`src/day05_defs.svh`:
```
`ifndef DAY05_DEFS_SVH
`define DAY05_DEFS_SVH

// width of every parsed number and bound
`define D05_VAL_W 64

// depth of the raw and merged range RAMs
`define D05_MAX_RANGES 180

// width of a range index or range count
`define D05_IDX_W 8

// byte address into the puzzle ROM
`define D05_ROM_ADDR_W 17

`endif

```
`src/day05_pkg.sv`:
```
`default_nettype none

`include "day05_defs.svh"

package day05_pkg;

    // one stored range with the lower bound in the upper half
    typedef struct packed {
        logic [`D05_VAL_W-1:0] lo;
        logic [`D05_VAL_W-1:0] hi;
    } range_t;

    typedef struct packed {
        logic [`D05_IDX_W-1:0] addr;
        logic                  we;
        range_t                wdata;
    } ram_req_t;

    typedef enum logic [2:0] {PH_RANGES, PH_SORT, PH_MERGE, PH_VALUES, PH_DONE} phase_e;

    typedef enum logic [1:0] {P_RUN, P_EMIT, P_HOLD, P_END} parser_state_e;

    typedef enum logic [2:0] {
        SO_IDLE, SO_OUTER, SO_INNER, SO_READ_A, SO_READ_B, SO_CMP, SO_SWAP, SO_FIN
    } sort_state_e;

    typedef enum logic [1:0] {MG_IDLE, MG_WAIT, MG_CHECK, MG_LAST} merge_state_e;

    typedef enum logic [1:0] {SR_IDLE, SR_CHECK, SR_READ, SR_EVAL} search_state_e;

endpackage

`default_nettype wire

```
`src/interval_search.sv`:
```
`timescale 1ns/1ps
`default_nettype none

`include "day05_defs.svh"

module interval_search
    import day05_pkg::*;
(
    input  wire logic                  clk,
    input  wire logic                  rst,
    input  wire logic                  id_valid,
    input  wire logic [`D05_VAL_W-1:0] id_value,
    input  wire logic [`D05_IDX_W-1:0] merged_count,
    output ram_req_t                   ram_req,
    input  wire range_t                ram_rdata,
    output logic [`D05_VAL_W-1:0]      part1_result,
    output logic                       search_done
);

    search_state_e         state;
    logic [`D05_VAL_W-1:0] key;
    logic [`D05_IDX_W-1:0] low;
    logic [`D05_IDX_W-1:0] high;
    logic [`D05_IDX_W-1:0] mid;

    assign ram_req = '{addr: mid, we: 1'b0, wdata: '0};

    always_ff @(posedge clk) begin
        if (rst) begin
            state        <= SR_IDLE;
            low          <= '0;
            high         <= '0;
            mid          <= '0;
            part1_result <= '0;
            search_done  <= 1'b0;
        end else begin
            search_done <= 1'b0;

            case (state)
                SR_IDLE: begin
                    if (id_valid) begin
                        key  <= id_value;
                        low  <= '0;
                        high <= merged_count - 1'b1;
                        // nothing to search in an empty list
                        if (merged_count == 0) begin
                            search_done <= 1'b1;
                        end else begin
                            state <= SR_CHECK;
                        end
                    end
                end

                SR_CHECK: begin
                    if (low > high) begin
                        search_done <= 1'b1;
                        state       <= SR_IDLE;
                    end else begin
                        mid   <= low + ((high - low) >> 1);
                        state <= SR_READ;
                    end
                end

                SR_READ: state <= SR_EVAL;

                SR_EVAL: begin
                    if (key >= ram_rdata.lo && key <= ram_rdata.hi) begin
                        part1_result <= part1_result + 1'b1;
                        search_done  <= 1'b1;
                        state        <= SR_IDLE;
                    end else if (key < ram_rdata.lo) begin
                        if (mid == 0) begin
                            search_done <= 1'b1;
                            state       <= SR_IDLE;
                        end else begin
                            high  <= mid - 1'b1;
                            state <= SR_CHECK;
                        end
                    end else begin
                        low   <= mid + 1'b1;
                        state <= SR_CHECK;
                    end
                end

                default: state <= SR_IDLE;
            endcase
        end
    end

endmodule

`default_nettype wire

```
`config.mk`:
```
export PLATFORM = sky130hd
export DESIGN_NAME = interval_search
export DESIGN_NICKNAME = d
export VERILOG_FILES = /design/src/day05_pkg.sv /design/src/interval_search.sv
export VERILOG_INCLUDE_DIRS = /design/src
export SDC_FILE = /design/constraint.sdc
export NUM_CORES = 1
export LEC_CHECK = 0
export ABC_AREA = 1
export BUFFER_PORTS_ARGS = -buffer_cell sky130_fd_sc_hd__buf_4
export CAP_MARGIN = 25
export CELL_PAD_IN_SITES_DETAIL_PLACEMENT = 0
export CELL_PAD_IN_SITES_GLOBAL_PLACEMENT = 2
export CORE_MARGIN = 5
export CORE_UTILIZATION = 30
export DETAILED_ROUTE_END_ITERATION = 7
export GPL_TIMING_DRIVEN = 0
export PLACE_DENSITY = 0.93
export SETUP_SLACK_MARGIN = 0.3
export SKIP_CTS_REPAIR_TIMING = 1
export SYNTH_ARGS = -nofsm -noshare
export SYNTH_HDL_FRONTEND = slang
export SYNTH_SLANG_ARGS = --single-unit
```
`constraint.sdc`:
```
create_clock -name clk -period 12.3 [get_ports clk]
set_input_delay 2.46 -clock clk [delete_from_list [all_inputs] [get_ports clk]]
set_output_delay 2.46 -clock clk [all_outputs]
set_load 0.005 [all_outputs]
```
* Word-level counts from Yosys, hierarchy flattened
Index checks and enable logic that the tools add are counted.
** Word-level totals
- Logic and storage cells :: 62
- Bits in registers :: 155
- Bits of input ports :: 203
** Cells by class
- Order comparisons :: 4
- Eq/ne operators :: 9
- Bitwise operators :: 2
- Add/sub/neg operators :: 6
- Mux-type cells :: 23
- Reductions and logical operators :: 11
** Operators by type and width (number)
- $add A64 B1 Y64 const B :: 1
- $ge A64 B64 Y1 :: 1
- $le A64 B64 Y1 :: 1
- $lt A64 B64 Y1 :: 1
- $mux W8 :: 7
- $pmux W8 S2 :: 2
- $logic_not A8 Y1 :: 2
- $sub A8 B1 Y8 const B :: 2
- $ne A2 B2 Y1 const B :: 6
- $mux W2 :: 5
- $add A8 B1 Y8 const B :: 1
- $add A8 B7 Y8 :: 1
- $gt A8 B8 Y1 :: 1
- $pmux W2 S4 :: 1
- $sub A8 B8 Y8 :: 1
- $mux W1 :: 7
- $reduce_and A2 Y1 :: 3
- $reduce_and A5 Y1 :: 1
- $eq A2 B2 Y1 const B :: 2
- $reduce_and A4 Y1 :: 1
- $pmux W1 S3 :: 1
- $reduce_and A3 Y1 :: 1
- $eq A2 B1 Y1 const B :: 1
- $logic_not A2 Y1 :: 1
- other kinds (3) :: 4

* Logic depth before layout (Yosys ltp)
- Word-level depth :: 5
- Mapped depth :: 22

* Least setup slack after synthesis
No wires, ideal clock.
- Kind :: input to register
- Start point :: in rst
- End point :: reg key[0] (enable)
- Buffers on the path :: 1
- Cell stages on the path :: 2
- Data arrival time :: 7074 ps
- Path slack :: 4661 ps
- Cell sequence :: clkbuf_1 -> nor3_1
** Between the ends
- Cells in the longest elaborated chain, start to end :: 2
** Ends and longest elaborated chain
- from (decl) :: line interval_search.sv:10 : input wire logic rst,
- $not A1 Y1 (no source line)
- $reduce_and A3 Y1 (no source line)
- to (signal assigned) :: line interval_search.sv:42 : key <= id_value;
- to (decl) :: line interval_search.sv:21 : logic [`D05_VAL_W-1:0] key;
No other way between the ends.
A chain may end at the register's enable or synchronous reset.

* Worst setup path after layout
- Start point :: in ram_rdata[127] in the netlist's numbering
- End point :: reg part1_result[50]
** Between the ends
- Cells in the longest elaborated chain, start to end :: 3
** Ends and longest elaborated chain
- from (decl) :: line interval_search.sv:15 : input wire range_t ram_rdata,
- $ge A64 B64 Y1 :: line interval_search.sv:67 : if (key >= ram_rdata.lo && key <= ram_rdata.hi) begin
- $logic_and A1 B1 Y1 :: line interval_search.sv:67
- $reduce_and A2 Y1 (no source line)
- to (signal assigned) :: line interval_search.sv:68 : part1_result <= part1_result + 1'b1;
- to (decl) :: line interval_search.sv:16 : output logic [`D05_VAL_W-1:0] part1_result,
No other way between the ends.

==> flow_metrics.tcl <==
set metrics [dict create \
    worstHoldPathType "reg -> reg" \
    max_freq_mhz 210 \
    grt_pass1_wl_um 61900 \
    crit_fanout 10 \
    yosysWarnings 0 \
    dp_cells 2629 \
    clockBufferDepth 2 \
    ys_seq_area_frac 0.301 \
    synth_edf_count 64 \
    ios 405 \
    hpwl_um 35400 \
    rrSetupSlack_ns 9.22 \
    muxShareOfSynthArea 0 \
    hold_violations 0 \
    reg2reg_to "part1_result[50]" \
    cts_tree "built" \
    grt_overflow 0 \
    initial_core_util 0.304 \
    final_layout_size_suffix_gt1_frac 0.224 \
    syn_to_final_growth_pct 31.1 \
    antenna_found_initial 1 \
    synth-xor-area-share 0.0549 \
    grt_max_degree 17 \
    io_buffers 275 \
    wl_um 41600 \
    min_to "part1_result[48]" \
    ir_drop_uv 83.5 \
    clk_latency_ns 0.46 \
    synth_top_flop_cell "dfxtp_1" \
    setup_viol 0 \
    fin_crit_ns 4.75 \
    syn_inst 1688 \
    crit_path_end_kind "register" \
    grt_setup_unrepaired "false" \
    synthAdderAreaFrac 0.150 \
    nFillCells 4294 \
    cts-buffers-inserted 17 \
    final_cell_mix "buf_4 (406), nand2_1 (391), inv_1 (259)" \
    gp_congestion 0.933 \
    first_pass_iters 5 \
    crit_arrival_ns 5.13 \
    final_common_cell "buf_4" \
    h-tree-depth 4 \
    synth_top_family_by_area "simple AND/OR/NAND/NOR gates" \
    post-route-period-util 0.386 \
    track_usage 0.176 \
    yosysUniqueCellTypes 45 \
    layout.nets 2467 \
    die_area_mm2 0.0456 \
    cp-startpoint "ram_rdata[127]" \
    wl_per_cell_um 15.6 \
    tns_ns 0 \
    clockRootBuffer "clkbuf_16" \
    grt_pass1_vias 11187 \
    core_area_mm2 0.0409 \
    fin_cells 2661 \
    syn_area_per_cell_um2 7.37 \
    synthSimpleGateAreaFrac 0.237 \
    cts_sinks 155 \
    ff2ff_path_depth 12 \
    synth_compound_area_frac 0.0846 \
    status "finished, final reports clean" \
    p_leak_nw 8.14 \
    start_kind "primary input" \
    tightest_slew_ns 0.771 \
    reg2reg_from "key[63]" \
    diodes 0 \
    drc_errors 0 \
    skew_ns 0.00964 \
    power.total_mw 2.09 \
    p_per_area_mw_per_mm2 128 \
    viasPerCell 4.39 \
    worstSetupPathType "in -> reg" \
    via_count 11681 \
    chipWidth_um 214 \
    path_clk_slew_ns 0.06 \
    antenna_left 0 \
    netlist_area_mm2 0.0124 \
    cp.required_ns 12.68 \
    drt-initial-drc-count 581 \
    synth-seq-cells 155 \
    die_h_um 214 \
    row_count 74 \
    maxCapViolCount 0 \
    whs_path_depth 2 \
    drv_slew 0 \
    max-slew-margin-rel 0.486 \
    hp-start "part1_result[48]" \
    synthArstFlopShare 0 \
]
power by group:
group	leakage (nW)	switching, mW	internal (mW)	total, mW
combinational	6.51	0.504	0.380	0.884
sequential	1.33	0.0555	0.615	0.671
clock	0.291	0.231	0.307	0.538
final cells by class:
| class | count | area [um^2] | area share |
|---|---|---|---|
| buffer | 158 | 1150 | 0.0703 |
| clock buffer | 22 | 497 | 0.0305 |
| tap | 532 | 666 | 0.0408 |
| inverter | 263 | 988 | 0.0606 |
| clock inverter | 10 | 85.1 | 0.00522 |
| timing repair buffer | 281 | 2140 | 0.131 |
| multi-input combinational | 1240 | 7040 | 0.432 |
| sequential | 155 | 3740 | 0.230 |
registers in the layout, summed over array words and instances (netlist names), named ones only:
| signal | count |
|---|---|
| key | 64 |
| part1_result | 64 |
| high | 8 |
| low | 8 |
| mid | 8 |
| search_done | 1 |
| state | 1 |
critical path: stages:
cell and delay [ns]:
buf_4 0.08, inv_1 0.03, ha_1 0.30, nand4_1 0.16
nor2_1 0.25, nand3_1 0.11, nor3_1 0.42, nand4_1 0.28
nand3_2 0.19, nand3_4 0.20, clkinv_2 0.27, buf_6 0.18
nand2_1 0.07, a21oi_1 0.12
cell families (layout without fill, tap and decap cells):
logic type	after synthesis	count (layout)
buffers and inverters	421	734
and+or+nand+nor	684	684
DFF	155	155
adders and majority gates	148	148
xor gates and xnor gates	78	78
other	1	129
AOI/OAI and AO/OA	201	201
synth_stat cells (2+ instances only):
cell	number	area [um^2]
nor2_2	2	12.5
o21a_1	8	60.1
nand3b_1	5	37.5
o21bai_1	3	22.5
nor2_1	123	462
clkbuf_1	10	37.5
ha_1	146	1830
buf_4	130	976
nand3_4	2	35.0
or2_2	2	12.5
nand2_1	391	1470
xor2_1	59	517
a21o_1	5	37.5
dfxtp_1	91	1820
inv_1	259	972
edfxtp_1	64	1920
nor3_1	43	215
a21oi_1	144	721
inv_2	2	7.51
nand4_1	46	288
fa_1	2	40.0
nor4_2	2	25.0
nor4_1	14	87.6
xnor2_1	19	166
o21ai_0	35	175
buf_6	7	78.8
nand3_1	45	225
buf_2	10	50.1
o21ai_1	3	15.0
worst max-delay path by stage:
stage                             to  slack (ns)  cells past startpoint
global route                 high[0]        7.28                     15
global placement             key[61]        1.90                      3
CTS                 part1_result[14]        7.43                     14
floorplan                     key[0]        4.66                      2
finish              part1_result[50]        7.55                     14
detailed placement           high[0]        6.93                     15
through the flow:
stage	area, um^2	hold WS (ns)	setup slack [ns]	utilization
after floorplan	12900	0.471	4.66	-
after global placement	15600	0.473	1.90	0.382
after detailed placement	15700	0.489	6.93	0.384
after CTS	16300	0.498	7.43	0.398
after global routing	16300	0.534	7.28	0.398
final	16300	0.500	7.55	0.398
routing by layer:
metal	vias up	track usage	routed length, um
met5	-	0	20
met4	2	0.0546	890
met3	42	0.0461	3040
met2	303	0.298	19800
met1	5270	0.220	17900
li1	6064	-	-
Power figures use the tool's default switching activity.
