--- config.mk ---
export PLATFORM = sky130hd
export DESIGN_NAME = input_parser
export DESIGN_NICKNAME = d
export VERILOG_FILES = /design/src/day05_pkg.sv /design/src/input_parser.sv
export VERILOG_INCLUDE_DIRS = /design/src
export SDC_FILE = /design/constraint.sdc
export NUM_CORES = 1
export LEC_CHECK = 0
export ABC_AREA = 1
export BUFFER_PORTS_ARGS = -buffer_cell sky130_fd_sc_hd__buf_2
export CORE_UTILIZATION = 43
export DETAILED_ROUTE_END_ITERATION = 10
export PLACE_DENSITY = 0.63
export SYNTH_ARGS = -nofsm -noshare
export SYNTH_HDL_FRONTEND = slang
export SYNTH_SLANG_ARGS = --single-unit
--- constraint.sdc ---
create_clock -name clk -period 13.55 [get_ports clk]
set_clock_uncertainty 0.2 [all_clocks]
set_input_delay 1.355 -clock clk [delete_from_list [all_inputs] [get_ports clk]]
set_output_delay 1.355 -clock clk [all_outputs]
set_load 0.01 [all_outputs]
--- src/day05_defs.svh ---
`ifndef DAY05_DEFS_SVH
`define DAY05_DEFS_SVH

// width of every parsed number and bound
`define D05_VAL_W 64

// depth of the raw and merged range RAMs
`define D05_MAX_RANGES 180

// width of a range index or range count
`define D05_IDX_W 8

// byte address into the puzzle ROM
`define D05_ROM_ADDR_W 17

`endif

--- src/day05_pkg.sv ---
`default_nettype none

`include "day05_defs.svh"

package day05_pkg;

    // one stored range with the lower bound in the upper half
    typedef struct packed {
        logic [`D05_VAL_W-1:0] lo;
        logic [`D05_VAL_W-1:0] hi;
    } range_t;

    typedef struct packed {
        logic [`D05_IDX_W-1:0] addr;
        logic                  we;
        range_t                wdata;
    } ram_req_t;

    typedef enum logic [2:0] {PH_RANGES, PH_SORT, PH_MERGE, PH_VALUES, PH_DONE} phase_e;

    typedef enum logic [1:0] {P_RUN, P_EMIT, P_HOLD, P_END} parser_state_e;

    typedef enum logic [2:0] {
        SO_IDLE, SO_OUTER, SO_INNER, SO_READ_A, SO_READ_B, SO_CMP, SO_SWAP, SO_FIN
    } sort_state_e;

    typedef enum logic [1:0] {MG_IDLE, MG_WAIT, MG_CHECK, MG_LAST} merge_state_e;

    typedef enum logic [1:0] {SR_IDLE, SR_CHECK, SR_READ, SR_EVAL} search_state_e;

endpackage

`default_nettype wire

--- src/input_parser.sv ---
`timescale 1ns/1ps
`default_nettype none

`include "day05_defs.svh"

module input_parser
    import day05_pkg::*;
(
    input  wire logic                      clk,
    input  wire logic                      rst,
    output logic [`D05_ROM_ADDR_W-1:0]     rom_addr,
    input  wire logic [7:0]                rom_data,
    input  wire logic                      rom_valid,
    input  wire logic                      resume,
    input  wire logic                      search_done,
    output logic                           range_valid,
    output range_t                         range_out,
    output logic                           ranges_end,
    output logic                           id_valid,
    output logic [`D05_VAL_W-1:0]          id_value,
    output logic                           input_end
);

    parser_state_e         state;
    logic [`D05_VAL_W-1:0] cur;
    logic [`D05_VAL_W-1:0] lo_val;
    logic [`D05_VAL_W-1:0] next_val;
    logic                  has_digit;
    logic                  in_ranges;
    logic                  eof_seen;
    logic                  is_digit;

    assign is_digit = (rom_data >= 8'h30) && (rom_data <= 8'h39);

    // low nibble of an ascii digit is its value
    assign next_val = cur * `D05_VAL_W'(10) + {{(`D05_VAL_W-4){1'b0}}, rom_data[3:0]};

    always_ff @(posedge clk) begin
        if (rst) begin
            state       <= P_RUN;
            rom_addr    <= '0;
            cur         <= '0;
            has_digit   <= 1'b0;
            in_ranges   <= 1'b1;
            eof_seen    <= 1'b0;
            range_valid <= 1'b0;
            ranges_end  <= 1'b0;
            id_valid    <= 1'b0;
            input_end   <= 1'b0;
        end else begin
            range_valid <= 1'b0;
            ranges_end  <= 1'b0;
            id_valid    <= 1'b0;
            input_end   <= 1'b0;

            case (state)
                P_RUN: begin
                    if (!rom_valid) begin
                        // an id without a trailing newline still gets searched
                        if (!in_ranges && has_digit) begin
                            id_value <= cur;
                            id_valid <= 1'b1;
                            eof_seen <= 1'b1;
                            state    <= P_EMIT;
                        end else begin
                            input_end <= 1'b1;
                            state     <= P_END;
                        end
                    end else begin
                        rom_addr <= rom_addr + 1'b1;
                        if (is_digit) begin
                            cur       <= next_val;
                            has_digit <= 1'b1;
                        end else if (rom_data == 8'h2d) begin
                            lo_val    <= cur;
                            cur       <= '0;
                            has_digit <= 1'b0;
                        end else if (rom_data == 8'h0a) begin
                            cur       <= '0;
                            has_digit <= 1'b0;
                            if (in_ranges && has_digit) begin
                                range_out   <= '{lo: lo_val, hi: cur};
                                range_valid <= 1'b1;
                            end else if (in_ranges) begin
                                // blank line closes the range block
                                ranges_end <= 1'b1;
                                in_ranges  <= 1'b0;
                                state      <= P_HOLD;
                            end else if (has_digit) begin
                                id_value <= cur;
                                id_valid <= 1'b1;
                                state    <= P_EMIT;
                            end
                        end
                    end
                end

                P_EMIT: begin
                    if (search_done) begin
                        if (eof_seen) begin
                            input_end <= 1'b1;
                            state     <= P_END;
                        end else begin
                            state <= P_RUN;
                        end
                    end
                end

                P_HOLD: begin
                    if (resume) begin
                        state <= P_RUN;
                    end
                end

                default: ;
            endcase
        end
    end

endmodule

`default_nettype wire

* Yosys cells after proc, flatten, opt, wreduce, memory -nomap -nowiden
Cells that the tools add are included.
Storage, ports and cells: bits in registers 346, bits of input ports 13, output and inout port bits 213, logic and storage cells 103
Operators by class: add/subtract/negate cells 2, multiply operators 1, order comparisons 2, equality and inequality tests 17, mux-type cells 41, bitwise operators 7, reductions and logical operators 19
Operator list (number):
- 64-bit 2-to-1 mux | 11
- 64-bit by 4-bit adder with 64-bit output | 1
- 64-bit by 3-bit multiplier with 63-bit output (second input constant) | 1
- 2-bit 2-to-1 mux | 11
- 17-bit by 1-bit adder with 17-bit output (second input constant) | 1
- 1-bit 2-to-1 mux | 17
- 2-bit != test (second input constant) | 6
- 3-bit != test (second input constant) | 4
- 9-bit AND reduction | 1
- 8-bit by 4-bit equality test with 1-bit output (second input constant) | 1
- 8-bit by 6-bit equality test with 1-bit output (second input constant) | 1
- 8-bit by 6-bit greater-or-equal comparator with 1-bit output (second input constant) | 1
- 8-bit by 6-bit less-or-equal comparator with 1-bit output (second input constant) | 1
- 8-bit AND reduction | 1
- 1-bit NOT | 7
- 7-bit AND reduction | 1
- 7-bit OR reduction | 1
- 2-bit one-hot mux with 3 select lines | 1
- 3-bit AND reduction | 2
- 6-bit AND reduction | 1
- 3-bit nonzero test | 2
- 6-bit OR reduction | 1
- 5-bit AND reduction | 1
- 2-bit by 1-bit != test with 1-bit output (second input constant) | 2
- other kinds (10) | 12

* Depth between registers and ports, before layout
depth in word-level cells 8, mapped depth 24, mapped depth without buffers 24

* Least setup slack after synthesis
No wires, ideal clock.
kind input -> register, from in rom_data[7], to reg id_value[0], enable pin, data arrival time 11.691 ns, required time 12.523 ns, path slack 0.832 ns, stages on the path 3, cells stage by stage nor2_1 > nand4_1 > a2111oi_0
On the way: word-level cells in the longest chain between the ends 4
Ends and longest elaborated chain:
- start: declaration | RTL line input_parser.sv:12 | input wire logic [7:0] rom_data,
- 8-bit by 6-bit greater-or-equal comparator with 1-bit output or 8-bit by 6-bit less-or-equal comparator with 1-bit output (tied branches) | RTL line input_parser.sv:33 | assign is_digit = (rom_data >= 8'h30) && (rom_data <= 8'h39);
- 1-bit logical AND | RTL line input_parser.sv:33
- 2-bit != test (no source line)
- 9-bit AND reduction (no source line) *
- end signal: assignment | RTL line input_parser.sv:61 | id_value <= cur;
- end signal: assignment | RTL line input_parser.sv:90 | id_value <= cur;
- end: declaration | RTL line input_parser.sv:20 | output logic [`D05_VAL_W-1:0] id_value,
Every way passes the cells marked *; elsewhere a longest branch is shown, timed or not. A chain may end at the register's enable or synchronous reset.

* Final worst setup path
from reg cur[15], to reg cur[54]
On the way: word-level cells in the longest chain between the ends 3
Ends and longest elaborated chain:
- start: declaration | RTL line input_parser.sv:25 | logic [`D05_VAL_W-1:0] cur;
- start signal: assignment | RTL line input_parser.sv:72 | cur <= next_val;
- 64-bit by 3-bit multiplier with 63-bit output | RTL line input_parser.sv:36 | assign next_val = cur * `D05_VAL_W'(10) + {{(`D05_VAL_W-4){1'b0}}, rom_data[3:0]};
- 64-bit by 4-bit adder with 64-bit output | RTL line input_parser.sv:36
- 64-bit 2-to-1 mux | RTL line input_parser.sv:71 | if (is_digit) begin
No other way between the ends.

==> out/metrics.yaml <==
synthesis:
  syn_area_sq_um: 19900
  synthCells: 2448
  synth_largest_area_cell: "edfxtp_1"
  async_flop_share: 0
  synth_edf_count: 256
  yosys-top-cells-area: "edfxtp_1 (39%), nand2_1 (15%), dfxtp_1 (9.1%)"
  synth.distinct_cells: 47
  netlist.area_leader.share: 0.386
  ys_seq_elements: 346
  ys.flop_type: "edfxtp_1"
  yosysSeqAreaShare: 0.477
  syn_area_per_cell_sq_um: 8.13
  ys_warn_count: 0
  synth_fp_nets: 2590
cts:
  tritoncts: "done"
  cts.sinks: 346
  htreeDepth: 2
  cts.path.max_buffers: 3
  root_buffer: "clkbuf_16"
  cts_made_buffers: 37
  holdBufCountCts: 0
  clk_latency_ps: 570
  clkSlewWorstSetupHoldPaths_ps: 60
  cts_setup_buffers: 0
  ctsResizeCount: 0
global_route:
  overflow: 0
  grt_pass1_vias: 15868
  grt_max_degree: 79
  grt_use_total: 0.255
  grt_first_pass_wirelength_um: 91600
  grt_antenna_before_repair: 0
floorplan:
  io_pins: 226
  die_area_sq_um: 47100
  die_y_um: 217
  die_w_um: 217
  floorplan.rows: 78
  initial_core_util: 0.437
  design.core.area_sq_um: 45500
cells_and_area:
  area_growth_pct: 16.0
  antenna_cells: 0
  nets: 2841
  multi_input_area_sq_um: 8890
  drive_gt1_frac: 0.162
  fillCellCount: 4421
  ff_latch_area_sq_um: 9490
setup_path:
  crit_type: "flop to flop"
  cp_max_fo: 6
  cp-start-kind: "flop"
  critical_path_required_ps: 13820
  cp.arrival_ps: 4680
  end_kind: "flop"
timing:
  fin_crit_sh: 0.325
  fmax_mhz: 227
  finalHoldViolCount: 0
  final_max_slew_viol_count: 0
  max_slew_margin: 0.301
  worstMarginPinSlew_ps: 1050
  setup_tns_ps: 0
  fin_crit_ps: 4410
  rsz0062_at_grt: "false"
  finalSetupViolCount: 0
route:
  firstDrtPassIters: 5
  drtIter0Drc: 1362
  ant_nets: 0
  routed_wirelength_um: 59900
  wl_per_cell_um: 18.0
  drcViolationCount: 0
  route.vias.total: 16978
  via_per_inst: 5.10
pwr:
  p_sw_w: 0.000467
  swShare: 0.206
  comb_power_share: 0.026
  p_total_w: 0.00227
  power_density_nw_per_um2: 98.3
  clockPowerShare: 0.474
  pwr-share-seq: 0.500
  ir_drop_mv: 0.0920
  p_leak_nw: 10.1
  p_int_w: 0.00180
run_status:
  status: "complete, no violations"
hold_path:
  hp-class: "flop to flop"
flow_run:
  maxCapViolations: 0
placed_design:
  place_hpwl_um: 47200
  gp_congestion: 0.978
  place.port_buffers: 225
-- placed cells by master (no fill, tap or decap), types with 27 or more instances in the layout --
cell	netlist	layout
buf_2	2	225
nor3_1	28	27
nand3_1	142	142
inv_1	366	366
clkbuf_16	0	39
a21oi_1	150	150
edfxtp_1	256	256
o21ai_0	49	49
nand4_1	40	40
ha_1	127	127
nand2_1	804	803
dfxtp_1	90	90
nand2_2	50	51
nor2_1	174	172
-- state kept, by name (all words and copies together), names as in the netlist --
register	flops
rom_addr	17
id_value	64
lo_val	64
id_valid	1
eof_seen	1
ranges_end	1
range_out	128
in_ranges	1
state	2
input_end	1
has_digit	1
cur	64
range_valid	1
-- cells in the mapped netlist (7+ instances only) --
master and count:
ha_1 127, nand2_4 7, nand4_1 40, dfxtp_1 90, inv_2 19, nand3_1 142, nor2_2 20, nand3_2 12
nor3_1 28, nand2_2 50, clkbuf_1 20, o21ai_0 49, a21oi_1 150, nor2_4 20, inv_1 366, edfxtp_1 256
nor2_1 174, nand2_1 804
-- through the flow --
stage,utilization,cells,instance area [sq um],hold WS (ps),setup WS (ps)
after floorplan,-,2448,19900,200,832
after global placement,0.479,3260,21800,201,9250
after detailed placement,0.479,3260,21800,205,9200
after CTS,0.508,3328,23100,217,9240
after global routing,0.508,3328,23100,220,8900
final,0.508,3328,23100,211,9140
-- cell type report --
cell class / count / share of cell area
inverter: 387 / 0.0629
clock inverter: 18 / 0.0102
multi-input combinational: 1693 / 0.385
timing repair buffer: 234 / 0.0517
tap: 600 / 0.0325
clock buffer: 50 / 0.0462
sequential: 346 / 0.411
-- path summary, 6_finish.rpt --
path | startpoint | end | slack (ps) | cells past startpoint
min | lo_val[62] | range_out[126] | 210 | 0
min reg2reg | lo_val[62] | range_out[126] | 210 | 0
max reg2reg | cur[15] | cur[54] | 9140 | 20
max | cur[15] | cur[54] | 9140 | 20
-- power by group through the flow --
stage	logic, W	registers (W)	clock network [W]
2_1_floorplan	0.0000392	0.00116	0
3_3_place_gp	0.0000571	0.00116	0
3_5_place_dp	0.0000588	0.00116	0
4_1_cts	0.0000593	0.00113	0.00110
5_1_grt	0.0000670	0.00113	0.00114
6_report	0.0000595	0.00113	0.00107
-- logic make-up (layout without fill, tap and decap cells) --
logic type	after synthesis	after routing	share of synthesized area
xor gates and xnor gates	7	7	0.00308
adders and majority gates	129	129	0.0819
AOI/OAI and AO/OA	237	237	0.0645
DFF	346	346	0.477
and+or+nand+nor	1320	1320	0.296
buffers and inverters	409	689	0.0773
-- worst max-delay path: stages, from the launching register on --
cell	delay, ps
dfxtp_1	450
ha_1	280
ha_1	470
nand2_2	160
inv_2	80
nand2_1	40
nor2_1	480
nand4_1	320
nand3_2	270
nand2_1	100
nand2_1	70
nand2_1	50
nand2_1	140
nand2_1	120
nor2_1	290
nand2_1	190
nor2_2	190
nand3_1	100
nand2_1	60
nand3_1	110
a21oi_1	160
-- per-layer routing --
| layer | vias to the layer above | GRT usage | share of wire | wire length, um |
|---|---|---|---|---|
| met5 | - | 0 | 0 | 0 |
| met4 | 0 | 0.0714 | 0.023 | 1400 |
| met3 | 71 | 0.0330 | 0.056 | 3340 |
| met2 | 492 | 0.399 | 0.44 | 26500 |
| met1 | 7946 | 0.368 | 0.48 | 28700 |
| li1 | 8469 | - | - | - |
No activity file was read; power rests on OpenSTA's default activity.
