### config.mk
export PLATFORM = sky130hd
export DESIGN_NAME = range_sorter
export DESIGN_NICKNAME = d
export VERILOG_FILES = /design/src/day05_pkg.sv /design/src/range_sorter.sv
export VERILOG_INCLUDE_DIRS = /design/src
export SDC_FILE = /design/constraint.sdc
export NUM_CORES = 1
export LEC_CHECK = 0
export ABC_CLOCK_PERIOD_IN_PS = 25700
export BUFFER_PORTS_ARGS = -buffer_cell sky130_fd_sc_hd__buf_2
export CAP_MARGIN = 20
export CORE_UTILIZATION = 54
export DETAILED_ROUTE_END_ITERATION = 10
export HOLD_SLACK_MARGIN = 0.02
export PLACE_DENSITY = 0.76
export SLEW_MARGIN = 20
export SYNTH_ARGS = -nofsm -noshare
export SYNTH_HDL_FRONTEND = slang
export SYNTH_SLANG_ARGS = --single-unit
### constraint.sdc
create_clock -name clk -period 25.7 [get_ports clk]
set_clock_uncertainty 0.15 [all_clocks]
set_input_delay 2.57 -clock clk [delete_from_list [all_inputs] [get_ports clk]]
set_output_delay 2.57 -clock clk [all_outputs]
set_load 0.01 [all_outputs]
### src/day05_defs.svh
`ifndef DAY05_DEFS_SVH
`define DAY05_DEFS_SVH

// width of every parsed number and bound
`define D05_VAL_W 64

// depth of the raw and merged range RAMs
`define D05_MAX_RANGES 180

// width of a range index or range count
`define D05_IDX_W 8

// byte address into the puzzle ROM
`define D05_ROM_ADDR_W 17

`endif

### src/day05_pkg.sv
`default_nettype none

`include "day05_defs.svh"

package day05_pkg;

    // one stored range with the lower bound in the upper half
    typedef struct packed {
        logic [`D05_VAL_W-1:0] lo;
        logic [`D05_VAL_W-1:0] hi;
    } range_t;

    typedef struct packed {
        logic [`D05_IDX_W-1:0] addr;
        logic                  we;
        range_t                wdata;
    } ram_req_t;

    typedef enum logic [2:0] {PH_RANGES, PH_SORT, PH_MERGE, PH_VALUES, PH_DONE} phase_e;

    typedef enum logic [1:0] {P_RUN, P_EMIT, P_HOLD, P_END} parser_state_e;

    typedef enum logic [2:0] {
        SO_IDLE, SO_OUTER, SO_INNER, SO_READ_A, SO_READ_B, SO_CMP, SO_SWAP, SO_FIN
    } sort_state_e;

    typedef enum logic [1:0] {MG_IDLE, MG_WAIT, MG_CHECK, MG_LAST} merge_state_e;

    typedef enum logic [1:0] {SR_IDLE, SR_CHECK, SR_READ, SR_EVAL} search_state_e;

endpackage

`default_nettype wire

### src/range_sorter.sv
`timescale 1ns/1ps
`default_nettype none

`include "day05_defs.svh"

module range_sorter
    import day05_pkg::*;
(
    input  wire logic                  clk,
    input  wire logic                  rst,
    input  wire logic                  start,
    input  wire logic [`D05_IDX_W-1:0] count,
    output ram_req_t                   ram_req,
    input  wire range_t                ram_rdata,
    output logic                       sort_done
);

    sort_state_e           state;
    logic [`D05_IDX_W-1:0] pass_i;
    logic [`D05_IDX_W-1:0] pair_j;
    range_t                first;

    always_ff @(posedge clk) begin
        if (rst) begin
            state     <= SO_IDLE;
            ram_req   <= '0;
            pass_i    <= '0;
            pair_j    <= '0;
            sort_done <= 1'b0;
        end else begin
            ram_req.we <= 1'b0;
            sort_done  <= 1'b0;

            case (state)
                SO_IDLE: begin
                    if (start) begin
                        pass_i <= '0;
                        state  <= (count < 2) ? SO_FIN : SO_OUTER;
                    end
                end

                SO_OUTER: begin
                    if (pass_i >= count - 1'b1) begin
                        state <= SO_FIN;
                    end else begin
                        pair_j <= '0;
                        state  <= SO_INNER;
                    end
                end

                // the tail of each pass is already in place
                SO_INNER: begin
                    if (pair_j >= count - 1'b1 - pass_i) begin
                        pass_i <= pass_i + 1'b1;
                        state  <= SO_OUTER;
                    end else begin
                        ram_req.addr <= pair_j;
                        state        <= SO_READ_A;
                    end
                end

                SO_READ_A: begin
                    ram_req.addr <= pair_j + 1'b1;
                    state        <= SO_READ_B;
                end

                SO_READ_B: begin
                    first <= ram_rdata;
                    state <= SO_CMP;
                end

                // second of the pair is on ram_rdata now
                SO_CMP: begin
                    if (first.lo > ram_rdata.lo) begin
                        ram_req <= '{addr: pair_j, we: 1'b1, wdata: ram_rdata};
                        state   <= SO_SWAP;
                    end else begin
                        pair_j <= pair_j + 1'b1;
                        state  <= SO_INNER;
                    end
                end

                SO_SWAP: begin
                    ram_req <= '{addr: pair_j + 1'b1, we: 1'b1, wdata: first};
                    pair_j  <= pair_j + 1'b1;
                    state   <= SO_INNER;
                end

                SO_FIN: begin
                    sort_done <= 1'b1;
                    state     <= SO_IDLE;
                end

                default: state <= SO_IDLE;
            endcase
        end
    end

endmodule

`default_nettype wire

# Word-level counts from Yosys, hierarchy flattened
# Cells that the tools add are included.
# totals
register_bits	285
word_cells	60
# op_classes
n_eq_ne	13
reduce_logical	11
addsub	4
n_bitwise	1
n_mux	17
magnitude_cmp	4
# op_table
operator	n
one-hot mux 129 bit (2 select lines)	1
2-to-1 mux 137 bit	1
greater-than comparator 64 bit	1
one-hot mux 8 bit (3 select lines)	2
2-to-1 mux 8 bit	5
one-hot mux 3 bit (8 select lines)	1
adder 8 x 1 -> 8 bit, second input constant	2
greater-or-equal comparator 8 bit	2
one-hot mux 8 bit (2 select lines)	1
== test 3 bit, second input constant	4
2-to-1 mux 3 bit	4
inequality test 2 bit, second input constant	6
AND reduction 3 bit	3
less-than comparator 8 x 2 -> 1 bit, second input constant	1
subtractor 8 x 1 -> 8 bit, second input constant	1
subtractor 8 bit	1
== test 3 x 2 -> 1 bit, second input constant	2
nonzero test 3 bit	2
AND reduction 2 bit	2
nonzero test 2 bit	2
== test 3 x 1 -> 1 bit, second input constant	1
zero test 3 bit	1
2-to-1 mux 2 bit	1
OR reduction 2 bit	1
2 further kinds	2

# Logic depth before layout (Yosys ltp)
# Gate-level depths: netlist (run 1).
# depth
word_depth	5
depth_mapped	19
mapped_depth_nobuf	19

# Least setup slack after synthesis (run 1)
# OpenSTA, ideal clock, no wires.
# synth_path
path_type	input -> register
start	input port rst
end	register first[0] (netlist bit), enable pin
setup_time_ns	0.772
slack_ns	13.213
arrival_ns	11.565
path_stages	3
t_required_ns	24.778
n_path_buf	1
path_cell_list	clkbuf_1 nand2b_1 nor3_1
# synth_between
elab_chain_cells	2
# synth_lines
item	line	rtl
start: declaration	range_sorter.sv:10	input wire logic rst,
inverter 1 bit (no source line)	n/a	
AND reduction 2 bit (no source line)	n/a	
end signal: assignment	range_sorter.sv:68	first <= ram_rdata;
end: declaration	range_sorter.sv:21	range_t first;
# Every way passes these cells.
# A chain may end at the register's enable or synchronous reset.

# Worst setup path after layout (run 1)
# layout_path
start	input port ram_rdata[78] (netlist bit)
end	register ram_req[49] (netlist bit)
# layout_between
elab_chain_cells	3
# layout_lines
item	line	rtl
start: declaration	range_sorter.sv:14	input wire range_t ram_rdata,
greater-than comparator 64 bit	range_sorter.sv:74	if (first.lo > ram_rdata.lo) begin
inequality test 2 bit (no source line)	n/a	
AND reduction 2 bit (no source line)	n/a	
end signal: assignment	range_sorter.sv:75	ram_req <= '{addr: pair_j, we: 1'b1, wdata: ram_rdata};
end signal: assignment	range_sorter.sv:84	ram_req <= '{addr: pair_j + 1'b1, we: 1'b1, wdata: first};
end: declaration	range_sorter.sv:13	output ram_req_t ram_req,
# Every way passes these cells.

==> metrics.yaml, run 1 <==
status: "finished clean"
grt_pass1_vias: 9257
fin_crit_sh: 0.228
finalHoldViolCount: 0
async_reset_ff_frac: 0
drt_pass1_iterations: 4
cts.sinks: 285
crit_family: "simple AND/OR/NAND/NOR gates"
row_count: 56
worstHoldEndpoint: "ram_req[52]"
synth_warnings: 0
maxSlewHeadroom: 0.323
cts_root_buf: "clkbuf_16"
rr_worst_depth: 10
setup_slack_ps: 19840
swShare: 0.257
synth_cell_types: 63
multi_input_area_mm2: 0.00509
die_w_um: 156
insertion_delay_ps: 560
power_frac_seq: 0.466
synth_edf_count: 128
met3WireLength_um: 2600
clkPwrFrac: 0.408
worstReg2RegEnd: "ram_req[49]"
drtIter0Drc: 791
final_cell_count_no_fill: 1683
final_util: 0.654
crit_path_max_fanout: 67
nFillCells: 1859
r2r_start: "first[77]"
viasPerCell: 5.78
crit_path_start_kind: "input pin"
area_growth_pct: 19.5
pwr-share-comb: 0.126
routabilityCongestion: 0.816
worst_pin_slew_ps: 1020
grt_pass1_wl_um: 48200
p_switching_uw: 284
path_buf_inv: 3
crit_path_end_kind: "flip-flop"
r2r_slack_ps: 21600
seqCellArea_mm2: 0.00699
met2_length_um: 13900
cts.htree.levels: 1
internal-power_uw: 820
drv_slew: 0
grt_overflow_total: 0
required_ps: 26050
path_clk_slew_ps: 60
cts_buffers: 30
io_buffer_count: 276
grt_usage: 0.247
antenna_left: 0
die_y_um: 156
drt-met1-wl_um: 13300
antenna_found_initial: 7
grt_max_degree: 130
p_total_uw: 1100
io_pins: 277
min_period_ps: 5860
worstPathArrival_ps: 6210
holdCritStartpoint: "ram_req[52]"
cp_cell_sequence: "buf_2 -> inv_1 -> ha_1 -> nand4_1 -> or3_1 -> a21oi_1 -> nor4b_1 -> o311a_4 -> nand2_8 -> and4_4 -> buf_4 -> a221o_1"
tns_ps: 0
post_cts_buffers: 0
syn-instance-count: 1079
hold_path_class: "reg2reg"
p_leak_uw: 0.00721
rsz0062_at_grt: "no"
cts_buffer_depth: 3
wl_um: 30600
min_path_cells: 1
place_inst: 1620
ys.flop_type: "dfxtp_1"
seq_area_frac_synth: 0.545
max-vdd-ir-drop_v: 0.0000601
slowest_delay_ps: 790
timing.fmax_ghz: 0.171
vias: 9720
dieArea_mm2: 0.0244
wire_per_inst_um: 18.2
cts_hold_buf: 0
path_class: "in2reg"
layout-drive-gt1-share: 0.268
synth.net_count: 1302
core_region_area_mm2: 0.0234
place_ws_ps: 19280
cts_resized: 0
drcViolationCount: 0
setup_violations: 0
ys_ff_latch: 285
maxCapViolCount: 0
nets: 1556
powerDensity_mw_per_mm2: 72.0
netlist_area_mm2: 0.0128
cts_tree: "built"
highest_layer: "met4"
start_util: 0.548
dp_hpwl_um: 20600
syn_avg_cell_area_um2: 11.9
cp_slowest_cell: "and4_4"
[synthesized netlist by cell type, types with 6 or more instances]
master      n  area (µm²)
ha_1       83        1040
nand4_1    19         119
nand3_1    17        85.1
nor2b_1    16         100
xnor2_1    14         123
edfxtp_1  128        3840
nor3_1      8        40.0
nor2_1     32         120
dfxtp_1   157        3140
nand2_1    29         109
o21ai_0    21         105
and3_1    131         820
mux2_2     10         113
buf_6      27         304
inv_1      86         323
or3_1       6        37.5
a221o_1   130        1300
clkbuf_1   34         128
a21oi_1    47         235
[metrics by stage]
step                hold WS [ps]  cell area (µm²)
finish                       329            15300
global route                 345            15300
CTS                          333            15300
detailed placement           315            14300
global placement             312            14200
floorplan                    336            12800
[power groups by stage]
| stage | combinational, µW | clock (µW) | sequential (µW) |
|---|---|---|---|
| floorplan | 87.5 | 0 | 527 |
| global placement | 135 | 0 | 523 |
| detailed placement | 138 | 0 | 524 |
| CTS | 139 | 456 | 514 |
| global route | 154 | 475 | 517 |
| finish | 139 | 450 | 514 |
[registers in the layout (all words and copies together) (netlist names)]
name       count
state          3
pair_j         8
pass_i         8
sort_done      1
first        128
ram_req      137
[cells by family (layout without fill, tap and decap cells)]
group	count (synthesis)	in the layout	share of synthesized area
other cells	0	7	0
flops	285	285	0.545
fa+ha+maj	84	84	0.0826
xor+xnor	19	19	0.0130
compound gates	243	243	0.159
mux	10	10	0.00879
simple gates	289	289	0.132
buf+inv	149	427	0.0597
[worst max-delay path by stage]
| stage | start | endpoint | slack [ps] | cells past startpoint |
|---|---|---|---|---|
| finish | ram_rdata[78] | ram_req[49] | 19840 | 12 |
| global route | count[0] | pass_i[1] | 19610 | 16 |
| CTS | ram_rdata[78] | ram_req[49] | 19860 | 12 |
| detailed placement | ram_rdata[78] | ram_req[89] | 19280 | 12 |
| global placement | ram_rdata[78] | ram_req[31] | 19320 | 12 |
| floorplan | rst | first[0] | 13210 | 3 |
[final cells by class]
type | instances | area share
timing repair buffer | 284 | 0.0952
antenna | 7 | 0.00114
clock buffer | 35 | 0.0509
sequential | 285 | 0.456
clock inverter | 21 | 0.0166
multi-input combinational | 645 | 0.333
inverter | 87 | 0.0213
tap | 319 | 0.0261
[placed cells by master, fill, tap and decap left out, types with 8 or more instances in the layout]
cell / Yosys / layout
a221o_1: 130 / 130
edfxtp_1: 128 / 128
mux2_2: 10 / 10
nor2_1: 32 / 31
nand2_1: 29 / 29
nand3_1: 17 / 17
inv_1: 86 / 86
nand4_1: 19 / 19
xnor2_1: 14 / 14
dfxtp_1: 157 / 157
buf_2: 0 / 276
o21ai_0: 21 / 21
and3_1: 131 / 131
clkinv_2: 0 / 8
ha_1: 83 / 83
clkbuf_16: 0 / 30
a21oi_1: 47 / 47
nor2b_1: 16 / 15
[metal layers]
| metal | track usage | up-vias |
|---|---|---|
| li1 | - | 4657 |
| met1 | 0.334 | 4644 |
| met2 | 0.388 | 360 |
| met3 | 0.0575 | 59 |
| met4 | 0.0831 | 0 |
| met5 | 0 | - |
No activity file was read; power rests on OpenSTA's default activity.
==> run 2, diff against run 1 <==
Settings changed: ABC_CLOCK_PERIOD_IN_PS 25700 to 6100.
Clock period 25.7 ns to 6.1 ns, I/O delays scaled along.
==> run 2 against run 1 <==
Critical path depth rose by 3. Core utilization fell by 0.16 points. Largest power group unchanged. Clock power rose to 4.1 times the previous value. Die area did not move. Critical path type is now reg2reg. Critical endpoint is now pass_i[1]. Sequential power rose to 4.2 times the previous value. Cell count fell by 0.36%. Largest cell class unchanged. Worst hold slack got worse by 220 ps.
==> metrics.yaml, run 2 (synthesized netlist as in run 1, its figures left out) <==
status: "finished clean"  # unchanged
drtIter0Drc: 785  # was 791
drt_pass1_iterations: 5  # was 4
crit_path_start_kind: "flip-flop"  # was input pin
required_ps: 6430  # was 26050 ps
post_cts_buffers: 0  # unchanged
area_growth_pct: 19.2  # was 19.5%
holdCritStartpoint: "ram_rdata[51]"  # was ram_req[52]
max-vdd-ir-drop_v: 0.000197  # was 0.0000601 V
largest_register: "ram_req"  # unchanged
cts.sinks: 285  # unchanged
path_clk_slew_ps: 70  # was 60 ps
cts_buffers: 29  # was 30
dieArea_mm2: 0.0244  # unchanged
crit_path_max_fanout: 7  # was 67
dp_hpwl_um: 20400  # was 20600 µm
die_y_um: 156  # unchanged
maxCapViolCount: 0  # unchanged
worstReg2RegEnd: "pass_i[1]"  # was ram_req[49]
largest_reg_flops: 137  # unchanged
cts_buffer_depth: 3  # unchanged
layout-drive-gt1-share: 0.267  # was 0.268
antenna_left: 0  # unchanged
worst_hold_slack_ps: 113  # was 329 ps
setup_violations: 0  # unchanged
hold_path_class: "in2reg"  # was reg2reg
antenna_found_initial: 6  # was 7
setup_slack_ps: 2200  # was 19840 ps
r2r_start: "pass_i[1]"  # was first[77]
cp_slowest_cell: "o41ai_2"  # was and4_4
min_path_cells: 1  # unchanged
cts_hold_buf: 0  # unchanged
cp_cell_sequence: "inv_1 -> ha_1 -> nor2b_1 -> o21ai_0 -> a21boi_0 -> o21ai_0 -> nand2b_1 -> a21o_1 -> a21oi_1 -> xor2_1 -> ha_1 -> o41ai_2 -> a21oi_1 -> mux2_2 -> nor2_1"  # was buf_2 -> inv_1 -> ha_1 -> nand4_1 -> or3_1 -> a21oi_1 -> nor4b_1 -> o311a_4 -> nand2_8 -> and4_4 -> buf_4 -> a221o_1
insertion_delay_ps: 540  # was 560 ps
io_buffer_count: 276  # unchanged
maxSlewHeadroom: 0.278  # was 0.323
fin_crit_sh: 0.640
cts.htree.levels: 1  # unchanged
vias: 9628  # was 9720
cp-startpoint: "pass_i[1]"  # was ram_rdata[78]
tns_ps: 0  # unchanged
pwr-share-comb: 0.126  # about the same
top_regs: "ram_req x137, first x128"  # unchanged
start_util: 0.548  # unchanged
row_count: 56  # unchanged
io_pins: 277  # unchanged
cts_resized: 0  # unchanged
die_w_um: 156  # unchanged
finalHoldViolCount: 0  # unchanged
nets: 1554  # was 1556
wire_per_inst_um: 18.3  # was 18.2 µm
internal-power_uw: 3430  # was 820 µW
grt_pass1_wl_um: 48500  # was 48200 µm
final_cell_mix: "276 x buf_2, 157 x dfxtp_1, 131 x and3_1, 130 x a221o_1, 128 x edfxtp_1"  # unchanged
worst_pin_slew_ps: 1080  # was 1020 ps
clkPwrFrac: 0.402  # was 0.408
nFillCells: 1890  # was 1859
p_leak_uw: 0.00719  # was 0.00721 µW
grt_max_degree: 81  # was 130
power_frac_seq: 0.472  # was 0.466
grt_usage: 0.249  # was 0.247
core_region_area_mm2: 0.0234  # unchanged
cts_root_buf: "clkbuf_16"  # unchanged
path_class: "reg2reg"  # was in2reg
routabilityCongestion: 0.820  # was 0.816
final_util: 0.653  # was 0.654
rsz0062_at_grt: "no"  # unchanged
p_total_uw: 4590  # was 1100 µW
cts_tree: "built"  # unchanged
rr_worst_depth: 15  # was 10
worstPathArrival_ps: 4230  # was 6210 ps
drv_slew: 0  # unchanged
crit_path_end: "pass_i[1]"  # was ram_req[49]
crit_path_end_kind: "flip-flop"  # unchanged
drcViolationCount: 0  # unchanged
grt_overflow_total: 0  # unchanged
min_period_ps: 3900
swShare: 0.253  # was 0.257
wl_um: 30700  # was 30600 µm
grt_pass1_vias: 9280  # was 9257
viasPerCell: 5.74  # was 5.78
powerDensity_mw_per_mm2: 301  # was 72.0 mW/mm²
slowest_delay_ps: 650  # was 790 ps
r2r_slack_ps: 2200  # was 21600 ps
final_common_cell: "buf_2"  # unchanged
place_ws_ps: 1740  # was 19280 ps
p_switching_uw: 1160  # was 284 µW
timing.fmax_ghz: 0.256
## run 2: metrics by stage
| stage | area [µm²] | cells |
|---|---|---|
| after floorplan | 12800 | 1079 |
| after global placement | 14300 | 1619 |
| after detailed placement | 14300 | 1619 |
| after CTS | 15300 | 1673 |
| after global routing | 15300 | 1674 |
| final | 15300 | 1677 |
## run 2: metal layers
metal / GRT usage / up-vias / wire [µm]
li1: - / 4650 / -
met5: 0 / - / 33
met3: 0.0550 / 47 / 2320
met1: 0.336 / 4571 / 13400
met2: 0.410 / 356 / 14400
met4: 0.0565 / 4 / 550
## run 2: worst min path at each step
stage                    to  slack (ps)
2_1_floorplan     pass_i[7]         340
3_3_place_gp    ram_req[29]         310
3_5_place_dp   ram_req[111]         320
4_1_cts           first[20]          90
5_1_grt           first[20]          90
6_report          first[51]         110
## run 2: power groups by stage
stage / Clock (µW) / Sequential [µW] / Combinational [µW]
final: 1850 / 2170 / 580
after global routing: 1950 / 2180 / 645
after CTS: 1880 / 2170 / 584
after detailed placement: 0 / 2210 / 579
after global placement: 0 / 2200 / 568
after floorplan: 0 / 2210 / 371
## run 2: worst max-delay path: cells and delay by family, from the launching register on
family	cells	cell delay (ps)
xor gates and xnor gates	1	90
and+or+nand+nor	3	300
buffers and inverters	1	120
muxes	1	340
AOI/OAI and AO/OA	7	1820
adders and majority gates	2	530
DFF	1	480
## run 2: final cells by class
class | instances | area [µm²] | share of cell area
timing repair buffer | 283 | 1450 | 0.0947
inverter | 87 | 327 | 0.0214
tap | 319 | 399 | 0.0261
clock buffer | 39 | 823 | 0.0539
antenna | 4 | 10.0 | 0.000655
multi-input combinational | 645 | 5100 | 0.334
clock inverter | 15 | 185 | 0.0121
sequential | 285 | 6990 | 0.457
